<file path="src/design/video_defines.svh">
`ifndef VIDEO_DEFINES_SVH
`define VIDEO_DEFINES_SVH

// ---------------------------------------------------------------------------
// Pixel format
// ---------------------------------------------------------------------------

// Bits per colour channel
`define CH_SIZE     4

// ---------------------------------------------------------------------------
// Display timing, in pixel periods and lines
// ---------------------------------------------------------------------------

// Horizontal
`define H_ACTIVE    16
`define H_FP        2
`define H_SYNC      4
`define H_BP        2
`define H_TOTAL     (`H_ACTIVE + `H_FP + `H_SYNC + `H_BP)

// Vertical
`define V_ACTIVE    4
`define V_FP        1
`define V_SYNC      2
`define V_BP        1
`define V_TOTAL     (`V_ACTIVE + `V_FP + `V_SYNC + `V_BP)

// Colour bar width in columns, eight bars across
`define BAR_WIDTH   (`H_ACTIVE / 8)

// ---------------------------------------------------------------------------
// Line buffer
// ---------------------------------------------------------------------------

// Two full lines of storage
`define LB_DEPTH    32
`define LB_AW       5

`endif
</file>
<file path="src/design/vga_timing_pkg.sv">
`include "video_defines.svh"

package vga_timing_pkg;

    // Counter widths sized to cover the full line and frame
    typedef logic [$clog2(`H_TOTAL)-1:0] hcount_t;
    typedef logic [$clog2(`V_TOTAL)-1:0] vcount_t;

    // Scan-out alignment machine
    // ALIGN drops pixels until a start pixel sits at the head
    // RUN displays one pixel per active position
    typedef enum logic {
        SCAN_ALIGN = 1'b0,
        SCAN_RUN   = 1'b1
    } scan_state_t;

endpackage

</file>
<file path="src/design/video_pkg.sv">
`include "video_defines.svh"

package video_pkg;

    // One colour channel
    typedef logic [`CH_SIZE-1:0] chan_t;

    // Full colour triple, red in the top bits
    typedef struct packed {
        chan_t r;
        chan_t g;
        chan_t b;
    } rgb_t;

    // Word carried by the line buffer
    // start marks the first active pixel of a frame
    typedef struct packed {
        logic start;
        rgb_t rgb;
    } pixel_t;

endpackage

</file>
<file path="src/design/video_system_linebuffer.sv">
`timescale 1ns/1ps

module video_system_linebuffer (
    input  logic                sys_clk,
    input  logic                reset,
    input  logic                bar_bypass,
    input  logic                gray_bypass,
    output video_pkg::chan_t    vga_r,
    output video_pkg::chan_t    vga_g,
    output video_pkg::chan_t    vga_b,
    output logic                vga_hsync,
    output logic                vga_vsync,
    output logic                vga_de
);

    // Producer to buffer
    video_pkg::pixel_t  src_pixel;
    logic               src_vld;
    logic               src_rdy;

    // Buffer to scan-out
    video_pkg::pixel_t  lb_pixel;
    logic               lb_empty;
    logic               lb_pop;

    // ------------------------------------------------------------------------
    // Pattern producer
    // ------------------------------------------------------------------------

    pattern_core u_pattern_core (
        .sys_clk     (sys_clk),
        .reset       (reset),
        .bar_bypass  (bar_bypass),
        .gray_bypass (gray_bypass),
        .src_rdy     (src_rdy),
        .src_pixel   (src_pixel),
        .src_vld     (src_vld)
    );

    // Two-line FIFO between the pixel stages and display
    line_buffer u_line_buffer (
        .sys_clk     (sys_clk),
        .reset       (reset),
        .src_pixel   (src_pixel),
        .src_vld     (src_vld),
        .src_rdy     (src_rdy),
        .lb_pop      (lb_pop),
        .lb_pixel    (lb_pixel),
        .lb_empty    (lb_empty)
    );

    // ------------------------------------------------------------------------
    // VGA timing and pixel output
    // ------------------------------------------------------------------------

    vga_scanout u_vga_scanout (
        .sys_clk     (sys_clk),
        .reset       (reset),
        .lb_pixel    (lb_pixel),
        .lb_empty    (lb_empty),
        .lb_pop      (lb_pop),
        .vga_r       (vga_r),
        .vga_g       (vga_g),
        .vga_b       (vga_b),
        .vga_hsync   (vga_hsync),
        .vga_vsync   (vga_vsync),
        .vga_de      (vga_de)
    );

endmodule

</file>
<file path="src/design/vga_scanout.sv">
`timescale 1ns/1ps

`include "video_defines.svh"

module vga_scanout (
    input  logic                sys_clk,
    input  logic                reset,
    input  video_pkg::pixel_t   lb_pixel,
    input  logic                lb_empty,
    output logic                lb_pop,
    output video_pkg::chan_t    vga_r,
    output video_pkg::chan_t    vga_g,
    output video_pkg::chan_t    vga_b,
    output logic                vga_hsync,
    output logic                vga_vsync,
    output logic                vga_de
);

    logic                           pix_en;
    vga_timing_pkg::hcount_t        h_cnt;
    vga_timing_pkg::vcount_t        v_cnt;
    logic                           h_last;
    logic                           v_last;
    logic                           frame_end;
    logic                           active;
    logic                           h_sync_on;
    logic                           v_sync_on;
    logic                           de_nxt;
    vga_timing_pkg::scan_state_t    state;
    vga_timing_pkg::scan_state_t    state_nxt;
    video_pkg::rgb_t                out_rgb;

    // ------------------------------------------------------------------------
    // Pixel rate and raster counters
    // ------------------------------------------------------------------------

    // Half-rate enable, one pixel every two cycles
    always_ff @(posedge sys_clk) begin
        if (reset)
            pix_en <= 1'b0;
        else
            pix_en <= ~pix_en;
    end

    assign h_last    = (h_cnt == vga_timing_pkg::hcount_t'(`H_TOTAL - 1));
    assign v_last    = (v_cnt == vga_timing_pkg::vcount_t'(`V_TOTAL - 1));
    assign frame_end = h_last & v_last;

    always_ff @(posedge sys_clk) begin
        if (reset) begin
            h_cnt <= '0;
            v_cnt <= '0;
        end else if (pix_en) begin
            if (h_last) begin
                h_cnt <= '0;
                v_cnt <= v_last ? '0 : v_cnt + 1'b1;
            end else begin
                h_cnt <= h_cnt + 1'b1;
            end
        end
    end

    // Region decode
    assign active = (h_cnt < vga_timing_pkg::hcount_t'(`H_ACTIVE)) &&
                    (v_cnt < vga_timing_pkg::vcount_t'(`V_ACTIVE));
    // Sync windows start after front porch
    assign h_sync_on = (h_cnt >= `H_ACTIVE + `H_FP) &&
                       (h_cnt <  `H_ACTIVE + `H_FP + `H_SYNC);
    assign v_sync_on = (v_cnt >= `V_ACTIVE + `V_FP) &&
                       (v_cnt <  `V_ACTIVE + `V_FP + `V_SYNC);

    // ------------------------------------------------------------------------
    // Frame alignment FSM
    // ------------------------------------------------------------------------

    always_comb begin
        state_nxt = state;
        lb_pop    = 1'b0;
        de_nxt    = 1'b0;
        if (pix_en) begin
            case (state)
                vga_timing_pkg::SCAN_ALIGN: begin
                    if (!lb_empty) begin
                        // Drop stale pixels, keep the start pixel at the head
                        if (!lb_pixel.start)
                            lb_pop = 1'b1;
                        else if (frame_end)
                            state_nxt = vga_timing_pkg::SCAN_RUN;
                    end
                end
                vga_timing_pkg::SCAN_RUN: begin
                    if (active) begin
                        // Underrun loses frame phase
                        if (lb_empty) begin
                            state_nxt = vga_timing_pkg::SCAN_ALIGN;
                        end else begin
                            lb_pop = 1'b1;
                            de_nxt = 1'b1;
                        end
                    end
                end
                default: state_nxt = vga_timing_pkg::SCAN_ALIGN;
            endcase
        end
    end

    always_ff @(posedge sys_clk) begin
        if (reset)
            state <= vga_timing_pkg::SCAN_ALIGN;
        else
            state <= state_nxt;
    end

    // ------------------------------------------------------------------------
    // Output registers, held for the whole pixel period
    // ------------------------------------------------------------------------

    always_ff @(posedge sys_clk) begin
        if (reset) begin
            out_rgb   <= '0;
            vga_de    <= 1'b0;
            vga_hsync <= 1'b1;
            vga_vsync <= 1'b1;
        end else if (pix_en) begin
            // Black outside active or on underrun
            out_rgb   <= de_nxt ? lb_pixel.rgb : '0;
            vga_de    <= de_nxt;
            vga_hsync <= ~h_sync_on;
            vga_vsync <= ~v_sync_on;
        end
    end

    assign vga_r = out_rgb.r;
    assign vga_g = out_rgb.g;
    assign vga_b = out_rgb.b;

endmodule

</file>
<file path="src/design/line_buffer.sv">
`timescale 1ns/1ps

`include "video_defines.svh"

module line_buffer (
    input  logic                sys_clk,
    input  logic                reset,
    input  video_pkg::pixel_t   src_pixel,
    input  logic                src_vld,
    output logic                src_rdy,
    input  logic                lb_pop,
    output video_pkg::pixel_t   lb_pixel,
    output logic                lb_empty
);

    // Storage
    video_pkg::pixel_t  mem [`LB_DEPTH];

    // Pointers carry one extra wrap bit
    logic [`LB_AW:0]    wr_ptr;
    logic [`LB_AW:0]    rd_ptr;
    logic               full;
    logic               push;
    logic               pop;

    // ------------------------------------------------------------------------
    // Status
    // ------------------------------------------------------------------------

    // Same address on a different lap means full
    assign full = (wr_ptr[`LB_AW] != rd_ptr[`LB_AW]) &&
                  (wr_ptr[`LB_AW-1:0] == rd_ptr[`LB_AW-1:0]);
    assign lb_empty = (wr_ptr == rd_ptr);

    // Back-pressure to the producer
    assign src_rdy = ~full;

    assign push = src_vld & src_rdy;
    // Guard against popping an empty buffer
    assign pop  = lb_pop & ~lb_empty;

    // ------------------------------------------------------------------------
    // Write side
    // ------------------------------------------------------------------------

    always_ff @(posedge sys_clk) begin
        if (push)
            mem[wr_ptr[`LB_AW-1:0]] <= src_pixel;
    end

    // ------------------------------------------------------------------------
    // Pointers
    // ------------------------------------------------------------------------

    // Push and pop in the same cycle move both pointers
    always_ff @(posedge sys_clk) begin
        if (reset) begin
            wr_ptr <= '0;
            rd_ptr <= '0;
        end else begin
            if (push)
                wr_ptr <= wr_ptr + 1'b1;
            if (pop)
                rd_ptr <= rd_ptr + 1'b1;
        end
    end

    // Head entry straight out
    // Visible one cycle after its write
    assign lb_pixel = mem[rd_ptr[`LB_AW-1:0]];

endmodule

</file>
<file path="src/design/pattern_core.sv">
`timescale 1ns/1ps

`include "video_defines.svh"

module pattern_core (
    input  logic                sys_clk,
    input  logic                reset,
    input  logic                bar_bypass,
    input  logic                gray_bypass,
    input  logic                src_rdy,
    output video_pkg::pixel_t   src_pixel,
    output logic                src_vld
);

    localparam video_pkg::chan_t CH_FULL = '1;
    localparam video_pkg::chan_t CH_ZERO = '0;

    vga_timing_pkg::hcount_t    x_cnt;
    vga_timing_pkg::vcount_t    y_cnt;
    logic                       load;
    logic [2:0]                 bar_idx;
    video_pkg::rgb_t            base_rgb;
    video_pkg::rgb_t            bar_rgb;
    video_pkg::rgb_t            mix_rgb;
    video_pkg::rgb_t            out_rgb;
    logic [`CH_SIZE+1:0]        gray_sum;

    // ------------------------------------------------------------------------
    // Raster position over the active area
    // ------------------------------------------------------------------------

    // Advance when the register is empty or its word was taken
    assign load = ~src_vld | src_rdy;

    always_ff @(posedge sys_clk) begin
        if (reset) begin
            x_cnt   <= '0;
            y_cnt   <= '0;
            src_vld <= 1'b0;
        end else if (load) begin
            src_vld <= 1'b1;
            if (x_cnt == vga_timing_pkg::hcount_t'(`H_ACTIVE - 1)) begin
                x_cnt <= '0;
                // Frame wraps after the last active line
                if (y_cnt == vga_timing_pkg::vcount_t'(`V_ACTIVE - 1))
                    y_cnt <= '0;
                else
                    y_cnt <= y_cnt + 1'b1;
            end else begin
                x_cnt <= x_cnt + 1'b1;
            end
        end
    end

    // ------------------------------------------------------------------------
    // Colour generation
    // ------------------------------------------------------------------------

    // Base ramp, red up and blue down across the line
    assign base_rgb.r = video_pkg::chan_t'(x_cnt);
    assign base_rgb.g = video_pkg::chan_t'(y_cnt) << 2;
    assign base_rgb.b = CH_FULL - video_pkg::chan_t'(x_cnt);

    // Bar index from column
    assign bar_idx = 3'(x_cnt / `BAR_WIDTH);

    // Eight fixed bars, left to right
    always_comb begin
        case (bar_idx)
            3'd0:    bar_rgb = '{r: CH_FULL, g: CH_FULL, b: CH_FULL};  // white
            3'd1:    bar_rgb = '{r: CH_FULL, g: CH_FULL, b: CH_ZERO};  // yellow
            3'd2:    bar_rgb = '{r: CH_ZERO, g: CH_FULL, b: CH_FULL};  // cyan
            3'd3:    bar_rgb = '{r: CH_ZERO, g: CH_FULL, b: CH_ZERO};  // green
            3'd4:    bar_rgb = '{r: CH_FULL, g: CH_ZERO, b: CH_FULL};  // magenta
            3'd5:    bar_rgb = '{r: CH_FULL, g: CH_ZERO, b: CH_ZERO};  // red
            3'd6:    bar_rgb = '{r: CH_ZERO, g: CH_ZERO, b: CH_FULL};  // blue
            default: bar_rgb = '{r: CH_ZERO, g: CH_ZERO, b: CH_ZERO};  // black
        endcase
    end

    // Overlay stage
    assign mix_rgb = bar_bypass ? base_rgb : bar_rgb;

    // Luma approximation (r + 2g + b) / 4
    assign gray_sum = {2'b00, mix_rgb.r} + {1'b0, mix_rgb.g, 1'b0} + {2'b00, mix_rgb.b};

    // Gray stage, truncating divide
    always_comb begin
        if (gray_bypass) begin
            out_rgb = mix_rgb;
        end else begin
            out_rgb.r = gray_sum[`CH_SIZE+1:2];
            out_rgb.g = gray_sum[`CH_SIZE+1:2];
            out_rgb.b = gray_sum[`CH_SIZE+1:2];
        end
    end

    // ------------------------------------------------------------------------
    // Output register, held while stalled
    // ------------------------------------------------------------------------

    always_ff @(posedge sys_clk) begin
        if (load) begin
            src_pixel.rgb   <= out_rgb;
            src_pixel.start <= (x_cnt == '0) && (y_cnt == '0);
        end
    end

endmodule

</file>
<file path="config.mk">
export PLATFORM = sky130hd
export DESIGN_NAME = video_system_linebuffer
export DESIGN_NICKNAME = d
export VERILOG_FILES = /design/src/design/vga_timing_pkg.sv /design/src/design/video_pkg.sv /design/src/design/video_system_linebuffer.sv /design/src/design/vga_scanout.sv /design/src/design/line_buffer.sv /design/src/design/pattern_core.sv
export VERILOG_INCLUDE_DIRS = /design/src /design/src/design
export SDC_FILE = /design/constraint.sdc
export NUM_CORES = 1
export LEC_CHECK = 0
export BUFFER_PORTS_ARGS = -buffer_cell sky130_fd_sc_hd__buf_2
export CORE_MARGIN = 2
export CORE_UTILIZATION = 56
export CTS_CLUSTER_DIAMETER = 60
export DETAILED_ROUTE_END_ITERATION = 10
export PLACE_DENSITY_LB_ADDON = 0.25
export SLEW_MARGIN = 20
export SYNTH_ARGS = -nofsm -noshare
export SYNTH_HDL_FRONTEND = slang
export SYNTH_SLANG_ARGS = --single-unit
</file>
<file path="constraint.sdc">
create_clock -name sys_clk -period 3.9 [get_ports sys_clk]
set_input_delay 0.78 -clock sys_clk [delete_from_list [all_inputs] [get_ports sys_clk]]
set_output_delay 0.78 -clock sys_clk [all_outputs]
set_load 0.01 [all_outputs]
</file>
==> load_flow_metrics.sql <==
INSERT INTO impl_metrics (metric_group, metric, value, unit) VALUES
('placement', 'globalplace.congestion', '0.8036', ''),
('clock_tree', 'cts_max_level', '2', ''),
('grt', 'vias_in_the_first_global_route', '9325', ''),
('detailed_routing', 'routed_wl', '38190', 'um'),
('clock_tree', 'inserted_clock_buffers', '49', ''),
('clock_tree', 'post_cts_buffers', '0', ''),
('logic_synthesis', 'synthDominantCellAreaShare', '0.6804', ''),
('clock_tree', 'tritoncts', 'yes', ''),
('cells_and_area', 'fill_count', '2236', ''),
('grt', 'overflow', '0', ''),
('logic_synthesis', 'yosys_most_used_dff', 'edfxtp_1', ''),
('logic_synthesis', 'synth_cell_type_count', '51', ''),
('clock_tree', 'cts.repair.resized', '0', ''),
('hold_path', 'holdPathStages', '2', ''),
('timing', 'final.period_utilization', '0.7205', ''),
('logic_synthesis', 'postSynthNetCount', '1000', ''),
('clock_tree', 'cts_root_buf', 'clkbuf_16', ''),
('timing', 'maxSlewViolCount', '0', ''),
('setup_path', 'crit_path_end_kind', 'flip-flop', ''),
('hold_path', 'hold_path_startpoint', 'u_vga_scanout.vga_g[2]', ''),
('setup_path', 'setup_crit_path_kind', 'reg -> reg', ''),
('grt', 'grt_pass1_wl', '57740', 'um'),
('logic_synthesis', 'syn_area_per_cell', '19.40', 'sq um'),
('detailed_routing', 'drt-vias-per-instance', '6.018', ''),
('power', 'power.leakage', '6.881', 'nW'),
('grt', 'antenna_found_initial', '0', ''),
('power', 'power_per_cell_area', '542.9', 'nW/um^2'),
('timing', 'finalWorstSetupSlack', '1.090', 'ns'),
('detailed_routing', 'detail_route.drc_violations', '0', ''),
('placement', 'dp_worst_setup_slack', '0.6018', 'ns'),
('cells_and_area', 'final_net_count', '1072', ''),
('detailed_routing', 'dr_vias', '9237', ''),
('timing', 'rsz0062_at_grt', 'false', ''),
('logic_synthesis', 'async_reset_ff_frac', '0', ''),
('clock_tree', 'path_clk_slew', '0.06', 'ns'),
('run_status', 'run_status', 'finished, final reports clean', ''),
('cells_and_area', 'finalInstanceArea', '21480', 'sq um'),
('setup_path', 'critical_path_peak_fanout', '42', ''),
('timing', 'finalSetupViolations', '0', ''),
('timing', 'fin_setup_tns', '0', 'ns'),
('cells_and_area', 'multi_input_comb_area', '4713', 'sq um'),
('hold_path', 'worstHoldEndpoint', 'u_vga_scanout.vga_g[2]', ''),
('timing', 'slew_at_the_pin_closest_to_its_max_slew_limit', '1.100', 'ns'),
('logic_synthesis', 'postSynthCellCount', '976', ''),
('setup_path', 'cp_data_arrival_time', '3.24', 'ns'),
('floorplan', 'die_h', '187.9', 'um'),
('placement', 'hpwlAfterDp', '21800', 'um'),
('cells_and_area', 'flow.area_growth_from_synthesis', '13.43', '%'),
('detailed_routing', 'wl_per_cell', '24.88', 'um'),
('job', 'cap_violations', '0', ''),
('grt', 'grt.total_usage', '0.2228', ''),
('timing', 'finClkSkew', '0.01573', 'ns'),
('power', 'vdd_drop_max', '0.3025', 'mV'),
('clock_tree', 'clock_insertion_delay_worst_skew', '0.57', 'ns'),
('setup_path', 'cp-start-kind', 'flip-flop', ''),
('timing', 'timing.final.hold_violations', '0', ''),
('hold_path', 'holdCritPathClass', 'reg -> reg', ''),
('logic_synthesis', 'syn_area', '18930', 'sq um'),
('floorplan', 'floorplan.io_pins', '19', ''),
('floorplan', 'row_count', '67', ''),
('detailed_routing', 'drt-initial-drc-count', '1028', ''),
('setup_path', 'worst_r2r_endpoint', 'u_vga_scanout.vga_r[0]', ''),
('cells_and_area', 'num_antenna_cells', '0', ''),
('setup_path', 'internal_reg_to_reg_setup_slack', '1.09', 'ns'),
('logic_synthesis', 'yosysSeqAreaShare', '0.7343', ''),
('floorplan', 'design.core.area', '33450', 'sq um'),
('logic_synthesis', 'synth-edff-count', '429', ''),
('setup_path', 'worst_ep_required_time', '4.33', 'ns'),
('detailed_routing', 'drt_pre_antenna_iters', '5', ''),
('detailed_routing', 'count_of_nets_left_with_antenna_violations_after_detail_routing', '0', ''),
('logic_synthesis', 'synth_area_leaders', 'edfxtp_1 (68%), mux4_2 (14%), dfxtp_1 (5.4%)', '');
where the power goes:
group,internal [mW],total (mW),switching (mW)
logic,0.298,0.659,0.360
clock network,2.87,4.76,1.88
registers,5.98,6.25,0.262
cells in the final DEF, fill, tap and decap left out, drive strengths merged, types with 2 or more instances in the layout:
master / n
edfxtp: 429
mux4: 120
clkbuf: 66
buf: 66
nor2: 64
dfxtp: 51
nand2: 44
mux2i: 29
a21oi: 28
o21ai: 25
inv: 21
ha: 16
clkinv: 14
xor2: 13
nand3: 12
nand4: 7
nor2b: 6
bufinv: 6
xnor2: 5
or3: 5
and3: 5
nor3: 5
a21o: 4
nand2b: 4
fa: 4
nor3b: 3
a31oi: 3
a22oi: 3
clkinvlp: 3
a21boi: 2
nand3b: 2
or2: 2
and2: 2
and3b: 2
a22o: 2
o21a: 2
Yosys cell counts (2+ instances only):
cell      instances
buf_2            12
a22oi_1           2
and2_1            2
a22o_1            2
nor3_1            4
or2_2             2
and3b_1           2
nor2_1           64
buf_6             8
xnor2_1           5
or3_1             5
a21oi_1          28
nor3b_1           3
nand2b_1          4
mux4_2          120
nand3_1          12
ha_1             16
o21ai_0          13
nand3b_1          2
inv_1            20
nor2b_1           6
and3_1            5
mux2i_1          29
clkbuf_1         21
edfxtp_1        429
o21ai_1          12
dfxtp_1          51
nand2_1          44
xor2_1           13
a21o_1            4
nand4_1           7
buf_1             4
fa_1              4
a21boi_0          2
a31oi_4           2
o21a_1            2
area by class of cell:
cell class / count / share of cell area
Clock buffer: 66 / 0.06385
Inverter: 20 / 0.003496
Clock inverter: 24 / 0.01392
Tap cell: 448 / 0.02610
Sequential cell: 480 / 0.6478
Timing Repair Buffer: 66 / 0.02534
Multi-Input combinational cell: 431 / 0.2195
metrics by stage:
stage                     std cells  hold slack [ns]  power (mW)    util
after floorplan                 976           0.4406       6.656       -
after global placement         1437           0.4286       6.930  0.5886
after detailed placement       1437           0.4405       6.962  0.5886
after CTS                      1527           0.4497       11.67  0.6385
after global routing           1535           0.4737       12.02  0.6421
final                          1535           0.4463       11.66  0.6421
per-layer routing:
metal,global-route usage,share of wire
met5,0,0
met4,0.05179,0.018
met3,0.04005,0.065
met2,0.3587,0.49
met1,0.3239,0.42
worst max-delay path: stages, from the launching register on:
cell and delay (ns):
dfxtp_4 0.94, buf_4 0.36, mux4_2 0.53, mux4_2 0.53, mux2i_1 0.21, o21ai_1 0.08
registers in the layout, summed over array words and instances (netlist names), named ones only:
signal                    count
u_line_buffer.mem           416
u_pattern_core.src_pixel     13
u_line_buffer.rd_ptr          6
u_line_buffer.wr_ptr          6
u_pattern_core.x_cnt          5
u_vga_scanout.h_cnt           5
u_vga_scanout.vga_b           4
u_vga_scanout.vga_g           4
u_vga_scanout.vga_r           4
u_pattern_core.y_cnt          3
u_vga_scanout.v_cnt           3
u_pattern_core.src_vld        1
u_vga_scanout.pix_en          1
u_vga_scanout.state           1
u_vga_scanout.vga_de          1
u_vga_scanout.vga_hsync       1
u_vga_scanout.vga_vsync       1
how the worst max path moves through the flow:
stage	cells after the start	endpoint	startpoint	slack (ns)
floorplan	11	u_pattern_core.src_pixel[6]	bar_bypass	0.73
global placement	11	u_pattern_core.src_pixel[6]	bar_bypass	0.71
detailed placement	11	u_pattern_core.src_pixel[6]	bar_bypass	0.60
CTS	5	u_vga_scanout.vga_r[0]	flip-flop	1.06
global route	7	flip-flop	flip-flop	0.84
finish	5	u_vga_scanout.vga_r[0]	flip-flop	1.09
cell families after synthesis:
group | share of synthesized area
buffers and inverters | 0.01685
AND/OR/NAND/NOR | 0.04044
AO/OA/AOI/OAI | 0.02716
adder cells (fa/ha/maj) | 0.01480
XOR/XNOR | 0.008327
multiplexers | 0.1581
flip-flops | 0.7343
(Power assumes the default switching activity.)
